[src/design/core_pkg.sv]
`default_nettype none

package core_pkg;

   localparam int unsigned DATA_WIDTH         = 32;
   localparam int unsigned MEM_ADDR_WIDTH     = 10;  // Byte address, 1 KiB
   localparam int unsigned REG_ADDR_WIDTH     = 5;
   localparam int unsigned LOAD_OP_WIDTH      = 3;
   localparam int unsigned MEM_TRANSFER_WIDTH = 2;

   // Load kinds, same codes as RISC-V funct3
   localparam logic [LOAD_OP_WIDTH-1:0] LOAD_LB  = 3'd0;
   localparam logic [LOAD_OP_WIDTH-1:0] LOAD_LH  = 3'd1;
   localparam logic [LOAD_OP_WIDTH-1:0] LOAD_LW  = 3'd2;
   localparam logic [LOAD_OP_WIDTH-1:0] LOAD_LBU = 3'd4;
   localparam logic [LOAD_OP_WIDTH-1:0] LOAD_LHU = 3'd5;

   // Store sizes
   localparam logic [MEM_TRANSFER_WIDTH-1:0] XFER_BYTE = 2'd0;
   localparam logic [MEM_TRANSFER_WIDTH-1:0] XFER_HALF = 2'd1;
   localparam logic [MEM_TRANSFER_WIDTH-1:0] XFER_WORD = 2'd2;

   localparam int unsigned DMEM_WAIT_CYCLES = 1;  // Req held this long before gnt
   localparam int unsigned DMEM_WAIT_WIDTH  = $clog2(DMEM_WAIT_CYCLES + 1);
   localparam int unsigned DMEM_WORDS       = 2 ** (MEM_ADDR_WIDTH - 2);

   // Memory stage bus FSM
   localparam int unsigned MEM_STATE_WIDTH = 2;
   localparam logic [MEM_STATE_WIDTH-1:0] MEM_IDLE  = 2'd0;
   localparam logic [MEM_STATE_WIDTH-1:0] MEM_READ  = 2'd1;
   localparam logic [MEM_STATE_WIDTH-1:0] MEM_WRITE = 2'd2;

   // One loaded word, seen as byte lanes or as halfword lanes
   typedef union packed
   {
      logic [3:0][7:0]  bytes;
      logic [1:0][15:0] halves;
   } load_word_u;

endpackage

`default_nettype wire

[src/design/core_mem_stage.sv]
`timescale 1ns/10ps
`default_nettype none

module core_mem_stage
(
   input  wire                                      clk,
   input  wire                                      rst_n,
   input  wire  [core_pkg::REG_ADDR_WIDTH-1:0]      m_regfile_waddr_i,
   input  wire  [core_pkg::DATA_WIDTH-1:0]          m_regfile_rd_i,
   input  wire                                      m_regfile_wr_i,
   input  wire                                      m_data_rd_i,
   input  wire                                      m_data_wr_i,
   input  wire  [core_pkg::DATA_WIDTH-1:0]          m_data_addr_i,
   input  wire  [core_pkg::MEM_TRANSFER_WIDTH-1:0]  m_data_write_transfer_i,
   input  wire  [core_pkg::LOAD_OP_WIDTH-1:0]       m_load_op_i,
   input  wire                                      m_is_load_store_i,
   input  wire                                      data_gnt_i,
   input  wire                                      data_rvalid_i,
   input  wire  [core_pkg::DATA_WIDTH-1:0]          data_rdata_i,
   output logic                                     data_req_o,
   output logic                                     data_wr_o,
   output logic [core_pkg::MEM_ADDR_WIDTH-1:0]      data_addr_o,
   output logic [core_pkg::DATA_WIDTH-1:0]          data_wdata_o,
   output logic [core_pkg::MEM_TRANSFER_WIDTH-1:0]  data_write_transfer_o,
   output logic                                     stall_o,
   output logic [core_pkg::REG_ADDR_WIDTH-1:0]      w_regfile_waddr_o,
   output logic [core_pkg::DATA_WIDTH-1:0]          w_regfile_rd_o,
   output logic                                     w_regfile_wr_o,
   output logic                                     w_is_load_store_o,
   output logic [core_pkg::LOAD_OP_WIDTH-1:0]       w_load_op_o,
   output logic [1:0]                               w_byte_off_o,
   output logic [core_pkg::DATA_WIDTH-1:0]          w_data_rdata_o
);
   import core_pkg::*;

   logic [MEM_STATE_WIDTH-1:0] state;
   logic [MEM_STATE_WIDTH-1:0] next_state;
   logic [1:0]                 align_mask;

   // No new request while read data is still outstanding
   assign data_req_o            = (m_data_rd_i | m_data_wr_i) && (state != MEM_READ);
   assign data_wr_o             = m_data_wr_i;
   assign data_addr_o           = m_data_addr_i[MEM_ADDR_WIDTH-1:0];
   assign data_wdata_o          = m_regfile_rd_i;
   assign data_write_transfer_o = m_data_write_transfer_i;

   always_ff @(posedge clk or negedge rst_n)
   begin
      if (!rst_n)
         state <= MEM_IDLE;
      else
         state <= next_state;
   end

   always_comb
   begin
      next_state = state;
      case (state)
         MEM_IDLE:
         begin
            if (m_data_rd_i && data_gnt_i)
               next_state = MEM_READ;     // Read accepted, wait for rvalid
            else if (m_data_wr_i && !data_gnt_i)
               next_state = MEM_WRITE;    // Store waiting for grant
         end
         MEM_READ:
         begin
            if (data_rvalid_i)
               next_state = MEM_IDLE;
         end
         MEM_WRITE:
         begin
            if (data_gnt_i)
               next_state = MEM_IDLE;
         end
         default:
            next_state = MEM_IDLE;
      endcase
   end

   always_comb
   begin
      case (state)
         MEM_READ:  stall_o = !data_rvalid_i;
         MEM_WRITE: stall_o = !data_gnt_i;
         default:   stall_o = m_data_rd_i || (m_data_wr_i && !data_gnt_i);
      endcase
   end

   // Control part of the writeback register, bubble while stalled
   always_ff @(posedge clk or negedge rst_n)
   begin
      if (!rst_n)
      begin
         w_regfile_wr_o    <= 1'b0;
         w_is_load_store_o <= 1'b0;
      end
      else if (stall_o)
      begin
         w_regfile_wr_o    <= 1'b0;
         w_is_load_store_o <= 1'b0;
      end
      else
      begin
         w_regfile_wr_o    <= m_regfile_wr_i;
         w_is_load_store_o <= m_is_load_store_i;
      end
   end

   always_ff @(posedge clk)
   begin
      if (!stall_o)
      begin
         w_regfile_waddr_o <= m_regfile_waddr_i;
         w_regfile_rd_o    <= m_regfile_rd_i;
         w_load_op_o       <= m_load_op_i;
         w_byte_off_o      <= m_data_addr_i[1:0];
      end
      if (data_rvalid_i)
         w_data_rdata_o <= data_rdata_i;    // Stall ends in this same cycle
   end

   // Address bits that must be zero for the access size
   always_comb
   begin
      align_mask = 2'b00;
      if (m_data_wr_i)
      begin
         if (m_data_write_transfer_i == XFER_WORD)
            align_mask = 2'b11;
         else if (m_data_write_transfer_i == XFER_HALF)
            align_mask = 2'b01;
      end
      else if (m_data_rd_i)
      begin
         if (m_load_op_i == LOAD_LW)
            align_mask = 2'b11;
         else if ((m_load_op_i == LOAD_LH) || (m_load_op_i == LOAD_LHU))
            align_mask = 2'b01;
      end
   end

   assert property (@(posedge clk) disable iff (!rst_n)
      data_req_o |-> ((m_data_addr_i[1:0] & align_mask) == 2'b00));

   assert property (@(posedge clk) disable iff (!rst_n)
      !(m_data_rd_i && m_data_wr_i));

   // Memory must grant a waiting store by the cycle after it was raised
   assert property (@(posedge clk) disable iff (!rst_n)
      (state == MEM_WRITE) |-> !stall_o);

endmodule

`default_nettype wire

[config.mk]
export PLATFORM = sky130hd
export DESIGN_NAME = core_mem_stage
export DESIGN_NICKNAME = d
export VERILOG_FILES = /design/src/design/core_pkg.sv /design/src/design/core_mem_stage.sv
export SDC_FILE = /design/constraint.sdc
export NUM_CORES = 1
export LEC_CHECK = 0
export BUFFER_PORTS_ARGS = -buffer_cell sky130_fd_sc_hd__buf_2
export CORE_MARGIN = 3
export CORE_UTILIZATION = 38
export DETAILED_ROUTE_END_ITERATION = 16
export PLACE_DENSITY_LB_ADDON = 0.3
export SKIP_LAST_GASP = 1
export SYNTH_ARGS = -nofsm -noshare
export SYNTH_HDL_FRONTEND = slang
export SYNTH_SLANG_ARGS = --single-unit
[constraint.sdc]
create_clock -name clk -period 2.4 [get_ports clk]
set_input_delay 0.24 -clock clk [delete_from_list [all_inputs] [get_ports clk]]
set_output_delay 0.24 -clock clk [all_outputs]
set_load 0.1 [all_outputs]
## After elaboration in Yosys (flattened, before gate mapping)

Index checks and enable logic that the tools add are counted.

- Equal/unequal tests: 6
- Muxes and demuxes: 8
- Bitwise operators: 1
- Reductions and logical operators: 8

Operators by type and width:

| kind | count |
|---|---|
| two-way mux 2 bit | 4 |
| one-hot mux 2 bit (3 select lines) | 1 |
| inequality test 2 bit (second input constant) | 2 |
| logical AND 1 bit | 3 |
| inequality test 3 bit (second input constant) | 1 |
| AND reduction 3 bit | 1 |
| == test 2 x 1 -> 1 bit (second input constant) | 1 |
| == test 2 bit (second input constant) | 1 |
| logical NOT 1 bit | 2 |
| logical NOT 2 bit | 1 |
| two-way mux 1 bit | 2 |
| inequality test 2 x 1 -> 1 bit (second input constant) | 1 |
| one-hot mux 1 bit (2 select lines) | 1 |
| logical OR 1 bit | 1 |
| bitwise OR 1 bit | 1 |

- Register bits: 78
- Bits of input ports: 114
- Output and inout bits: 123
- Logic and storage cells: 31

## Longest topological paths before layout

Gate-level depths: netlist of the first run.

- Depth in word-level cells: 5
- Mapped depth: 5
- Depth with buffers taken out: 5

## Worst setup path after synthesis of the first run

No wires, ideal clock.

- Path kind: register to register
- Start: register state[1]
- End: register w_byte_off_o[0] (enable)
- Library setup time: 0.546 ns
- Arrival: 3.724 ns
- Data required time: 1.854 ns
- Setup slack: -1.870 ns
- Stages on the path, launching flop included: 5
- Buffers on the path: 0
- Clock period less this slack: 4.270 ns
- Cells stage by stage: dfrtp_1 > inv_1 > ha_1 > a32oi_1 > inv_1

- Longest elaborated chain between the ends: 2
- Elaborated cells between the ends (all ways): 3
- Those cells by class: eq/ne: 2; mux: 1

RTL lines:

| what | RTL line | RTL |
|---|---|---|
| start: declaration | core_mem_stage.sv:36 | `logic [MEM_STATE_WIDTH-1:0] state;` |
| start signal: assignment | core_mem_stage.sv:52 | `state <= next_state;` |
| == test 2 bit or == test 2 x 1 -> 1 bit (tied branches) | core_mem_stage.sv:83 | `case (state)` |
| one-hot mux 1 bit (2 select lines) (*) | core_mem_stage.sv:83 |  |
| net stall_o | core_mem_stage.sv:25 | `output logic stall_o,` |
| end signal: assignment | core_mem_stage.sv:117 | `w_byte_off_o <= m_data_addr_i[1:0];` |
| end: declaration | core_mem_stage.sv:31 | `output logic [1:0] w_byte_off_o,` |

The timed path passes the listed nets; every way through them passes the cells marked *.
A chain may end at the register's enable or synchronous reset.

## Worst setup path in the final report of the first run

- Start: register state[0]
- End: output port stall_o

- Longest elaborated chain between the ends: 2
- Elaborated cells between the ends (all ways): 3
- Those cells by class: eq/ne: 2; mux: 1

RTL lines:

| what | RTL line |
|---|---|
| == test 2 bit or == test 2 x 1 -> 1 bit (tied branches) | core_mem_stage.sv:83 |
| one-hot mux 1 bit (2 select lines) (*) | core_mem_stage.sv:83 |
| end: declaration | core_mem_stage.sv:25 |

Every way passes the cells marked *; elsewhere a longest branch is shown, timed or not.

==> parameters.txt, run 1 <==
Parameter                              Value

Run status
  Run status ... completed

Critical path
  Max stage delay cell, worst path ... sky130_fd_sc_hd__buf_2
  Kind of cell adding the most delay to the critical path ... buffers and inverters
  Setup slack on the worst flop-to-flop path ... 0.32 ns
  Worst Reg2Reg Path Length in Cells ... 6
  Startpoint types ... flop
  Arr. time, crit path ... 1.95 ns
  Capturing element of the worst setup path ... stall_o
  Required time of the critical path ... 2.16 ns
  FF-to-FF Start ... state[0]$_DFFE_PN0P_
  Worst setup path startpoint ... state[0]$_DFFE_PN0P_
  Worst Setup Path Type ... reg2out
  CP cell instances ... inv_2 > ha_1 > nand2b_1 > a32oi_4 > buf_2
  Crit path depth ... 5
  Largest stage delay on the critical path ... 0.48 ns
  End of the worst register-to-register path ... w_regfile_rd_o[3]$_DFFE_PN_
  Buf+Inv Stages, Crit Path ... 2
  Sort of element at the end of the critical path ... output port
  Maximum fanout along the worst path ... 4

STA
  Final hold violation count ... 0
  Final setup violation count ... 0
  Worst-Margin Slew ... 0.511 ns
  Max-slew violations ... 0
  Unrepaired setup endpoints after global routing ... false
  Worst Setup Slack, final ... 0.206 ns
  Final period util ... 0.914
  Final clock skew ... 0.00544 ns
  Worst relative slew slack ... 0.661
  Final critical delay including setup and external delays ... 2.19 ns
  Fmax achieved ... 456 MHz

Synthesis
  Number of nets in the synthesized netlist ... 267
  Top cell types by occurrence after synthesis ... sky130_fd_sc_hd__edfxtp_1, sky130_fd_sc_hd__buf_4, sky130_fd_sc_hd__inv_1, sky130_fd_sc_hd__nor2_1, sky130_fd_sc_hd__dfrtp_1
  Synthesized cell area ... 0.00284 mm²
  Top cell type by total area after synthesis ... sky130_fd_sc_hd__edfxtp_1
  Gate Count Post-Synth ... 150
  Post-synth cell types ... 17
  Area share of the largest cell type after synthesis ... 0.783
  Primary FF master, synth ... sky130_fd_sc_hd__edfxtp_1
  Synth Register Bits ... 78
  EDFF count, synth ... 74
  Average footprint of a synthesized cell ... 18.9 µm²
  Most frequent cell after synthesis ... sky130_fd_sc_hd__edfxtp_1
  FFs w/ async S/R, synth ... 0.0513
  Sequential share of the synthesized area ... 0.818
  Ranking of synthesized cells by area ... sky130_fd_sc_hd__edfxtp_1, sky130_fd_sc_hd__buf_4, sky130_fd_sc_hd__dfrtp_1, sky130_fd_sc_hd__ha_1, sky130_fd_sc_hd__inv_1
  Number of warnings issued by yosys ... 0

Floorplanning
  Area inside the core boundary ... 0.00702 mm²
  Number of primary I/O pins ... 237
  Width of the chip ... 92.4 µm
  Effective utilization at floorplan ... 0.404
  Rows ... 30
  Overall die area ... 0.00854 mm²
  Die Height ... 92.4 µm

Clocking
  TritonCTS clock tree ... yes
  Worst-skew pair later-pin latency ... 0.34 ns
  Total CTS buffers ... 9
  Post-CTS Resized ... 0
  Clock buffer depth ... 2
  H-tree levels ... 3
  Sinks on the clock net ... 78
  Clock Pin Slew Worst Setup and Hold Paths ... 0.08 ns
  Clock tree root buffer cell ... sky130_fd_sc_hd__clkbuf_8

Placed design
  Port bufs ... 194
  Post-place setup slack ... 0.314 ns
  Final GP Congestion ... 0.742
  Detail Placement HPWL ... 5200 µm

Drt
  Average vias per placed instance ... 4.24
  WL/cell ... 15.7 µm
  Starting DRC count in detailed routing ... 63
  Final ANT Viol Nets ... 0
  Routed WL ... 6520 µm
  Residual DRC ... 0
  First drt pass iteration count ... 4
  Routed via count ... 1759

Layout
  Diode insertion count for antenna repair ... 0
  Proportion of layout cells with a drive suffix above 1 ... 0.690
  Area added between synthesis and finish ... 38.8%
  Filler instances ... 602
  Final net count ... 431

GRT
  Number of global-route vias before repair ... 1782
  Initial antenna violation count ... 0
  Remaining global-route overflow ... 0
  Global-route wire length before repair ... 9510 µm
  Largest net degree at the start of global routing ... 34
  GRT Util Overall ... 0.151

Flow run
  Max capacitance violation total ... 0

Min path
  Hold crit path type ... in2reg
-- logic make-up (layout without fill, tap and decap cells) --
logic type	after synthesis	count (layout)	synth area share
and+or+nand+nor	15	15	0.0331
DFF	78	78	0.818
adders and majority gates	3	3	0.0132
buffers and inverters	50	219	0.126
AOI/OAI and AO/OA	4	4	0.00970
-- worst min-delay path by stage --
stage                          from                     endpoint  slack [ns]  cells past startpoint
CTS                 data_rdata_i[6]  w_data_rdata_o[6]$_DFFE_PP_        0.05                      1
detailed placement            rst_n         state[1]$_DFFE_PN0P_        0.06                      1
finish              data_rdata_i[6]  w_data_rdata_o[6]$_DFFE_PP_        0.07                      1
global placement              rst_n  w_is_load_store_o$_DFF_PN0_        0.05                      1
global route        data_rdata_i[6]  w_data_rdata_o[6]$_DFFE_PP_        0.04                      1
floorplan                     rst_n         state[0]$_DFFE_PN0P_       -0.06                      0
-- placed cells by master (no fill, tap or decap) --
cell / n
sky130_fd_sc_hd__nor2_1: 5
sky130_fd_sc_hd__nand2_1: 1
sky130_fd_sc_hd__edfxtp_1: 74
sky130_fd_sc_hd__a32oi_4: 1
sky130_fd_sc_hd__nand3_1: 3
sky130_fd_sc_hd__or4b_1: 1
sky130_fd_sc_hd__clkinvlp_4: 2
sky130_fd_sc_hd__nand2b_1: 2
sky130_fd_sc_hd__inv_6: 2
sky130_fd_sc_hd__a211oi_1: 1
sky130_fd_sc_hd__dlygate4sd3_1: 1
sky130_fd_sc_hd__o22ai_1: 1
sky130_fd_sc_hd__nor2b_1: 1
sky130_fd_sc_hd__nand2b_4: 1
sky130_fd_sc_hd__buf_12: 2
sky130_fd_sc_hd__clkbuf_8: 9
sky130_fd_sc_hd__nor2b_4: 1
sky130_fd_sc_hd__inv_1: 2
sky130_fd_sc_hd__clkinv_1: 1
sky130_fd_sc_hd__inv_2: 2
sky130_fd_sc_hd__bufinv_16: 3
sky130_fd_sc_hd__buf_4: 1
sky130_fd_sc_hd__dfrtp_1: 4
sky130_fd_sc_hd__buf_2: 194
sky130_fd_sc_hd__ha_1: 1
sky130_fd_sc_hd__ha_4: 2
sky130_fd_sc_hd__o21ai_0: 1
-- flip-flops by register name (all words and copies together), names as in the netlist --
name,cells
w_regfile_waddr_o,5
state,2
w_byte_off_o,2
w_load_op_o,3
w_data_rdata_o,32
w_is_load_store_o,1
w_regfile_wr_o,1
w_regfile_rd_o,32
-- worst reg2reg max path: stages, from the launching register on --
cell and delay, ns:
sky130_fd_sc_hd__dfrtp_1 0.42, sky130_fd_sc_hd__inv_2 0.11, sky130_fd_sc_hd__ha_1 0.18, sky130_fd_sc_hd__nand2b_1 0.10, sky130_fd_sc_hd__a32oi_4 0.32, sky130_fd_sc_hd__clkinvlp_4 0.42, sky130_fd_sc_hd__buf_12 0.29
-- layer usage --
metal	vias up	global-route usage	part of all wire
met2	96	0.284	0.57
met4	0	0.0594	0.016
li1	826	-	-
met3	12	0.0463	0.086
met5	-	0	0
met1	825	0.155	0.33
-- stage by stage --
step | utilization | instances | instance area (µm²) | setup TNS, ns | hold slack [ns]
floorplan | - | 150 | 2890 | -19.39 | -0.0556
global placement | 0.525 | 398 | 3690 | 0 | 0.0511
detailed placement | 0.525 | 398 | 3690 | 0 | 0.0555
CTS | 0.561 | 415 | 3940 | 0 | 0.0502
global route | 0.561 | 415 | 3940 | 0 | 0.0398
finish | 0.561 | 415 | 3940 | 0 | 0.0699
-- area by class of cell --
class                      instances  area (µm²)  area share
clock inverter                     7         119      0.0302
multi-input combinational         22         203      0.0515
clock buffer                       9         124      0.0314
timing repair buffer             198        1030       0.261
tap                               96         120      0.0305
inverter                           5        22.5     0.00572
sequential                        78        2320       0.590
-- timing repair --
action | CTS | global route
hold buffers | 1 | 0
buffers inserted | 0 | 0
hold endpoints to repair | 4 | 0
Power of run 1 is left out: the tool's default activity adds up to more than one toggle a clock period on the data nets, which glitch-free logic cannot reach.
==> run 2: changes to the inputs <==
--- a/config.mk
+++ b/config.mk
@@ -9,7 +9,8 @@
 export CORE_MARGIN = 3
 export CORE_UTILIZATION = 38
 export DETAILED_ROUTE_END_ITERATION = 16
-export PLACE_DENSITY_LB_ADDON = 0.3
+export PLACE_DENSITY = 0.89
+export RECOVER_POWER = 25
 export SKIP_LAST_GASP = 1
 export SYNTH_ARGS = -nofsm -noshare
 export SYNTH_HDL_FRONTEND = slang
==> run 2 against run 1 <==
Net effect:
- register-to-register slack gained 0.15 ns
- via count is 0.40% lower
- count of clock-buffer cells in the layout unchanged
- maximum frequency rose by 0.82%
- die area unchanged
- worst setup slack better by 0.018 ns
- clock skew is 0.00098 ns higher
- final area down 2.1%
- sequential cell count did not move
==> parameters.txt, run 2 (same netlist as run 1, synthesis figures left out) <==
Parameter                              Value

Floorplanning
  Number of primary I/O pins ... 237
  Die Height ... 92.4 µm
  Width of the chip ... 92.4 µm
  Overall die area ... 0.00854 mm²
  Rows ... 30
  Effective utilization at floorplan ... 0.404
  Area inside the core boundary ... 0.00702 mm²

Critical path
  Kind of cell adding the most delay to the critical path ... buffers and inverters
  Startpoint types ... flop
  Worst Setup Path Type ... reg2out
  Maximum fanout along the worst path ... 4
  Arr. time, crit path ... 1.94 ns
  CP cell instances ... inv_2 > ha_1 > nand2b_1 > a32oi_4 > buf_2
  Sort of element at the end of the critical path ... output port
  Largest stage delay on the critical path ... 0.48 ns
  Buf+Inv Stages, Crit Path ... 2
  Max stage delay cell, worst path ... sky130_fd_sc_hd__buf_2
  Required time of the critical path ... 2.16 ns

Layout
  Proportion of layout cells with a drive suffix above 1 ... 0.640
  Most common cell after layout, fill and taps aside ... sky130_fd_sc_hd__buf_2
  Commonest cells after routing, fill and taps aside ... sky130_fd_sc_hd__buf_2, sky130_fd_sc_hd__edfxtp_1, sky130_fd_sc_hd__clkbuf_1
  Largest regs ... w_data_rdata_o: 32 flops, w_regfile_rd_o: 32 flops, w_regfile_waddr_o: 5 flops
  Diode insertion count for antenna repair ... 0
  Area added between synthesis and finish ... 35.9%
  Post-route insts no fill ... 413
  Final net count ... 430

STA
  Fmax achieved ... 459 MHz
  Max-slew violations ... 0
  Final period util ... 0.907
  Final clock skew ... 0.00643 ns
  Total negative slack ... 0 ns
  Final hold violation count ... 0
  Worst relative slew slack ... 0.642
  Unrepaired setup endpoints after global routing ... false
  Worst-Margin Slew ... 0.540 ns
  Final critical delay including setup and external delays ... 2.18 ns
  Final setup violation count ... 0

GRT
  Global-route wire length before repair ... 9310 µm
  Initial antenna violation count ... 0
  Remaining global-route overflow ... 0
  Largest net degree at the start of global routing ... 43
  GRT Util Overall ... 0.148
  Number of global-route vias before repair ... 1778

Clocking
  Sinks on the clock net ... 78
  Total CTS buffers ... 9
  Worst-skew pair later-pin latency ... 0.34 ns
  H-tree levels ... 3
  Number of buffers inserted to repair setup after CTS ... 0
  TritonCTS clock tree ... yes
  Clock Pin Slew Worst Setup and Hold Paths ... 0.08 ns
  Clock tree root buffer cell ... sky130_fd_sc_hd__clkbuf_8
  Post-CTS Resized ... 0
  Clock buffer depth ... 2
  Post-CTS Hold Fix Bufs ... 1

Drt
  WL/cell ... 15.5 µm
  Routed WL ... 6390 µm
  Residual DRC ... 0
  First drt pass iteration count ... 4
  Average vias per placed instance ... 4.24
  Starting DRC count in detailed routing ... 74
  Final ANT Viol Nets ... 0
  Routed via count ... 1752

Flow run
  Max capacitance violation total ... 0

Placed design
  DP Cell Count ... 397
  Port bufs ... 194
  Final GP Congestion ... 0.772
  Detail Placement HPWL ... 5030 µm

Run status
  Run status ... completed

Min path
  Hold crit path type ... in2reg
[run 2: changes by cell type in the layout (fill, tap and decap cells not counted), sizes merged]
cell      change
inv           -2
bufinv        -1
clkbuf       +14
clkinvlp      +1
buf          -15
clkinv        +1
[run 2: layer usage]
metal | share of wire | vias to the layer above | GRT usage
met5 | 0 | - | 0
met4 | 0.031 | 0 | 0.0792
met3 | 0.094 | 19 | 0.0528
met2 | 0.54 | 99 | 0.251
met1 | 0.33 | 813 | 0.162
li1 | - | 821 | -
[run 2: path summary, 6_finish.rpt]
check / to / startpoint / cells past startpoint / slack [ns]
worst min register to register: state[1]$_DFFE_PN0P_ / state[1]$_DFFE_PN0P_ / 2 / 0.61
worst min-delay path: w_data_rdata_o[19]$_DFFE_PP_ / data_rdata_i[19] / 1 / 0.06
worst max register to register: w_regfile_rd_o[24]$_DFFE_PN_ / state[1]$_DFFE_PN0P_ / 6 / 0.47
max in group asynchronous: w_is_load_store_o$_DFF_PN0_ / rst_n / 2 / 2.05
worst max-delay path: stall_o / state[0]$_DFFE_PN0P_ / 5 / 0.22
min in group asynchronous: state[1]$_DFFE_PN0P_ / rst_n / 2 / 0.22
[run 2: worst register-to-register path: stages (launching register included)]
cell and delay (ns):
sky130_fd_sc_hd__dfrtp_1 0.42, sky130_fd_sc_hd__inv_2 0.11, sky130_fd_sc_hd__ha_4 0.21, sky130_fd_sc_hd__nor2_1 0.18, sky130_fd_sc_hd__a32oi_4 0.10, sky130_fd_sc_hd__clkinvlp_4 0.08, sky130_fd_sc_hd__buf_4 0.42
[run 2: layout make-up]
class	instances	area (µm²)
clock buffer	9	124
clock inverter	6	87.6
fill	592	3160
inverter	5	22.5
multi-input combinational	22	203
sequential	78	2320
tap	96	120
timing repair buffer	197	977
[run 2: stage by stage]
stage          utilization  hold slack [ns]  worst slack (ns)  area (µm²)
6_report             0.549           0.0646             0.223        3860
5_1_grt              0.549           0.0321             0.145        3860
4_1_cts              0.552           0.0479             0.193        3870
3_5_place_dp         0.520           0.0513             0.458        3650
3_3_place_gp         0.520           0.0488             0.512        3650
2_1_floorplan            -          -0.0556            -0.462        2890
Power of run 2 is left out for the same reason.
==> run 3: changes to the inputs <==
--- a/config.mk
+++ b/config.mk
@@ -5,7 +5,9 @@
 export SDC_FILE = /design/constraint.sdc
 export NUM_CORES = 1
 export LEC_CHECK = 0
+export ABC_AREA = 1
 export BUFFER_PORTS_ARGS = -buffer_cell sky130_fd_sc_hd__buf_2
+export CORE_ASPECT_RATIO = 1.5
 export CORE_MARGIN = 3
 export CORE_UTILIZATION = 38
 export DETAILED_ROUTE_END_ITERATION = 16
==> run 3 against run 2 <==
Net effect:
- non-clock buffer count rose by 2
- worst hold slack got worse by 0.0072 ns
- final cell count rose by 3.9%
- register-to-register slack improved by 0.20 ns
- clock skew rose by 0.0024 ns
- count of clock-buffer cells in the layout did not move
- synthesized cell count rose by 6.0%
- global-route usage rose by 0.68 points
- critical path type unchanged
- final area did not move
- critical path depth rose by 2
- die area rose by 0.91%
==> parameters.txt, run 3 <==
Parameter                              Value

Critical path
  Most frequent CP cell ... sky130_fd_sc_hd__inv_1
  Max stage delay cell, worst path ... sky130_fd_sc_hd__buf_2
  Kind of cell adding the most delay to the critical path ... buffers and inverters
  Buf+Inv Stages, Crit Path ... 3
  Sort of element at the end of the critical path ... output port
  Setup slack on the worst flop-to-flop path ... 0.67 ns
  Required time of the critical path ... 2.16 ns
  FF-to-FF Start ... state[0]$_DFFE_PN0P_
  Worst Setup Path Type ... reg2out
  Startpoint types ... flop
  CP cell instances ... inv_1 > ha_1 > nand2_1 > nand3_2 > nand2_2 > inv_1 > buf_2
  Largest stage delay on the critical path ... 0.42 ns
  Worst Reg2Reg Path Length in Cells ... 6
  Maximum fanout along the worst path ... 4
  End of the worst register-to-register path ... w_regfile_rd_o[18]$_DFFE_PN_
  Arr. time, crit path ... 1.89 ns

Drt
  Final ANT Viol Nets ... 0
  WL/cell ... 15.7 µm
  Starting DRC count in detailed routing ... 87
  First drt pass iteration count ... 4
  Routed WL ... 6750 µm
  Routed via count ... 1861
  Average vias per placed instance ... 4.34
  Residual DRC ... 0

Layout
  Largest regs ... w_data_rdata_o: 32 flops, w_regfile_rd_o: 32 flops, w_regfile_waddr_o: 5 flops
  Filler instances ... 622
  Area of the multi-input gates ... 169 µm²
  Proportion of layout cells with a drive suffix above 1 ... 0.635
  Area added between synthesis and finish ... 34.9%
  Diode insertion count for antenna repair ... 0
  Final net count ... 441
  Commonest cells after routing, fill and taps aside ... sky130_fd_sc_hd__buf_2, sky130_fd_sc_hd__edfxtp_1, sky130_fd_sc_hd__clkbuf_1
  Most common cell after layout, fill and taps aside ... sky130_fd_sc_hd__buf_2
  Storage element area ... 0.00232 mm²

STA
  Final clock skew ... 0.00886 ns
  Total negative slack ... 0 ns
  Worst-Margin Slew ... 0.532 ns
  Final critical delay including setup and external delays ... 2.13 ns
  Fmax achieved ... 470 MHz
  Final setup violation count ... 0
  Max-slew violations ... 0
  Final period util ... 0.887
  Unrepaired setup endpoints after global routing ... false
  Worst relative slew slack ... 0.648
  Final hold violation count ... 0

Synthesis
  Area share of the largest cell type after synthesis ... 0.778
  Number of warnings issued by yosys ... 0
  FFs w/ async S/R, synth ... 0.0513
  EDFF count, synth ... 74
  Ranking of synthesized cells by area ... sky130_fd_sc_hd__edfxtp_1, sky130_fd_sc_hd__buf_4, sky130_fd_sc_hd__dfrtp_1, sky130_fd_sc_hd__nand2_1, sky130_fd_sc_hd__ha_1
  Gate Count Post-Synth ... 159
  Sequential share of the synthesized area ... 0.813
  Top cell type by total area after synthesis ... sky130_fd_sc_hd__edfxtp_1
  Synthesized cell area ... 0.00286 mm²
  Top cell types by occurrence after synthesis ... sky130_fd_sc_hd__edfxtp_1, sky130_fd_sc_hd__buf_4, sky130_fd_sc_hd__nand2_1, sky130_fd_sc_hd__inv_1
  Synth Register Bits ... 78
  Post-synth cell types ... 16
  Number of nets in the synthesized netlist ... 276
  Most frequent cell after synthesis ... sky130_fd_sc_hd__edfxtp_1
  Primary FF master, synth ... sky130_fd_sc_hd__edfxtp_1
  Average footprint of a synthesized cell ... 18.0 µm²

Floorplanning
  Number of primary I/O pins ... 237
  Width of the chip ... 76.8 µm
  Overall die area ... 0.00862 mm²
  Die Height ... 112 µm
  Rows ... 38
  Effective utilization at floorplan ... 0.393
  Area inside the core boundary ... 0.00727 mm²

Min path
  Hold_sp ... data_rdata_i[23]
  Hold crit path type ... in2reg
  Endpoint, Worst Hold ... w_data_rdata_o[23]$_DFFE_PP_
  Cells on Worst Hold Path ... 1

Flow run
  Max capacitance violation total ... 0

Placed design
  Port bufs ... 194
  Final GP Congestion ... 0.751
  Detail Placement HPWL ... 5440 µm

Clocking
  Worst-skew pair later-pin latency ... 0.35 ns
  H-tree levels ... 3
  Post-CTS Resized ... 0
  Sinks on the clock net ... 78
  Total CTS buffers ... 9
  TritonCTS clock tree ... yes
  Post-CTS Hold Fix Bufs ... 1
  Number of buffers inserted to repair setup after CTS ... 0
  Clock Pin Slew Worst Setup and Hold Paths ... 0.08 ns
  Clock tree root buffer cell ... sky130_fd_sc_hd__clkbuf_8
  Clock buffer depth ... 2

GRT
  GRT Util Overall ... 0.155
  Largest net degree at the start of global routing ... 33
  Global-route wire length before repair ... 9770 µm
  Number of global-route vias before repair ... 1937
  Initial antenna violation count ... 0
  Remaining global-route overflow ... 0

Run status
  Run status ... completed
## run 3: area by class of cell
class                           instances  share of cell area
Clock inverter                          7              0.0230
Clock buffer                            9              0.0321
Multi-Input combinational cell         28              0.0438
Timing Repair Buffer                  199               0.258
Inverter                                8             0.00811
Sequential cell                        78               0.602
Tap cell                              100              0.0324
## run 3: metal layers
layer | GRT usage | vias to the layer above | routed length (µm)
met5 | 0 | - | 0
met4 | 0.122 | 0 | 262
met3 | 0.0522 | 23 | 786
met2 | 0.274 | 129 | 3600
met1 | 0.143 | 868 | 2100
li1 | - | 841 | -
## run 3: how the worst max path moves through the flow
stage                    startpoint  endpoint  slack [ns]  depth (start not counted)
2_1_floorplan  state[0]$_DFFE_PN0P_   stall_o        0.08                          6
3_3_place_gp   state[0]$_DFFE_PN0P_   stall_o        0.69                          7
3_5_place_dp   state[1]$_DFFE_PN0P_   stall_o        0.63                          7
4_1_cts        state[1]$_DFFE_PN0P_   stall_o        0.23                          7
5_1_grt        state[1]$_DFFE_PN0P_   stall_o        0.14                          7
6_report       state[1]$_DFFE_PN0P_   stall_o        0.27                          7
## run 3: kinds of logic (layout without fill, tap and decap cells)
kind of cell,Yosys count,in the layout,share of synthesized area
flops,78,78,0.813
compound gates,2,2,0.00657
buf+inv,53,223,0.129
fa+ha+maj,3,3,0.0131
simple gates,23,23,0.0385
## run 3: stage by stage
stage | hold WS, ns | util | instances | setup WS (ns) | cell area [µm²]
global placement | 0.0448 | 0.502 | 412 | 0.694 | 3650
global route | 0.0394 | 0.530 | 429 | 0.141 | 3860
floorplan | -0.0556 | - | 159 | 0.0757 | 2860
finish | 0.0574 | 0.530 | 429 | 0.272 | 3860
detailed placement | 0.0520 | 0.502 | 412 | 0.635 | 3650
CTS | 0.0354 | 0.532 | 429 | 0.231 | 3870
Power of run 3 is left out for the same reason.
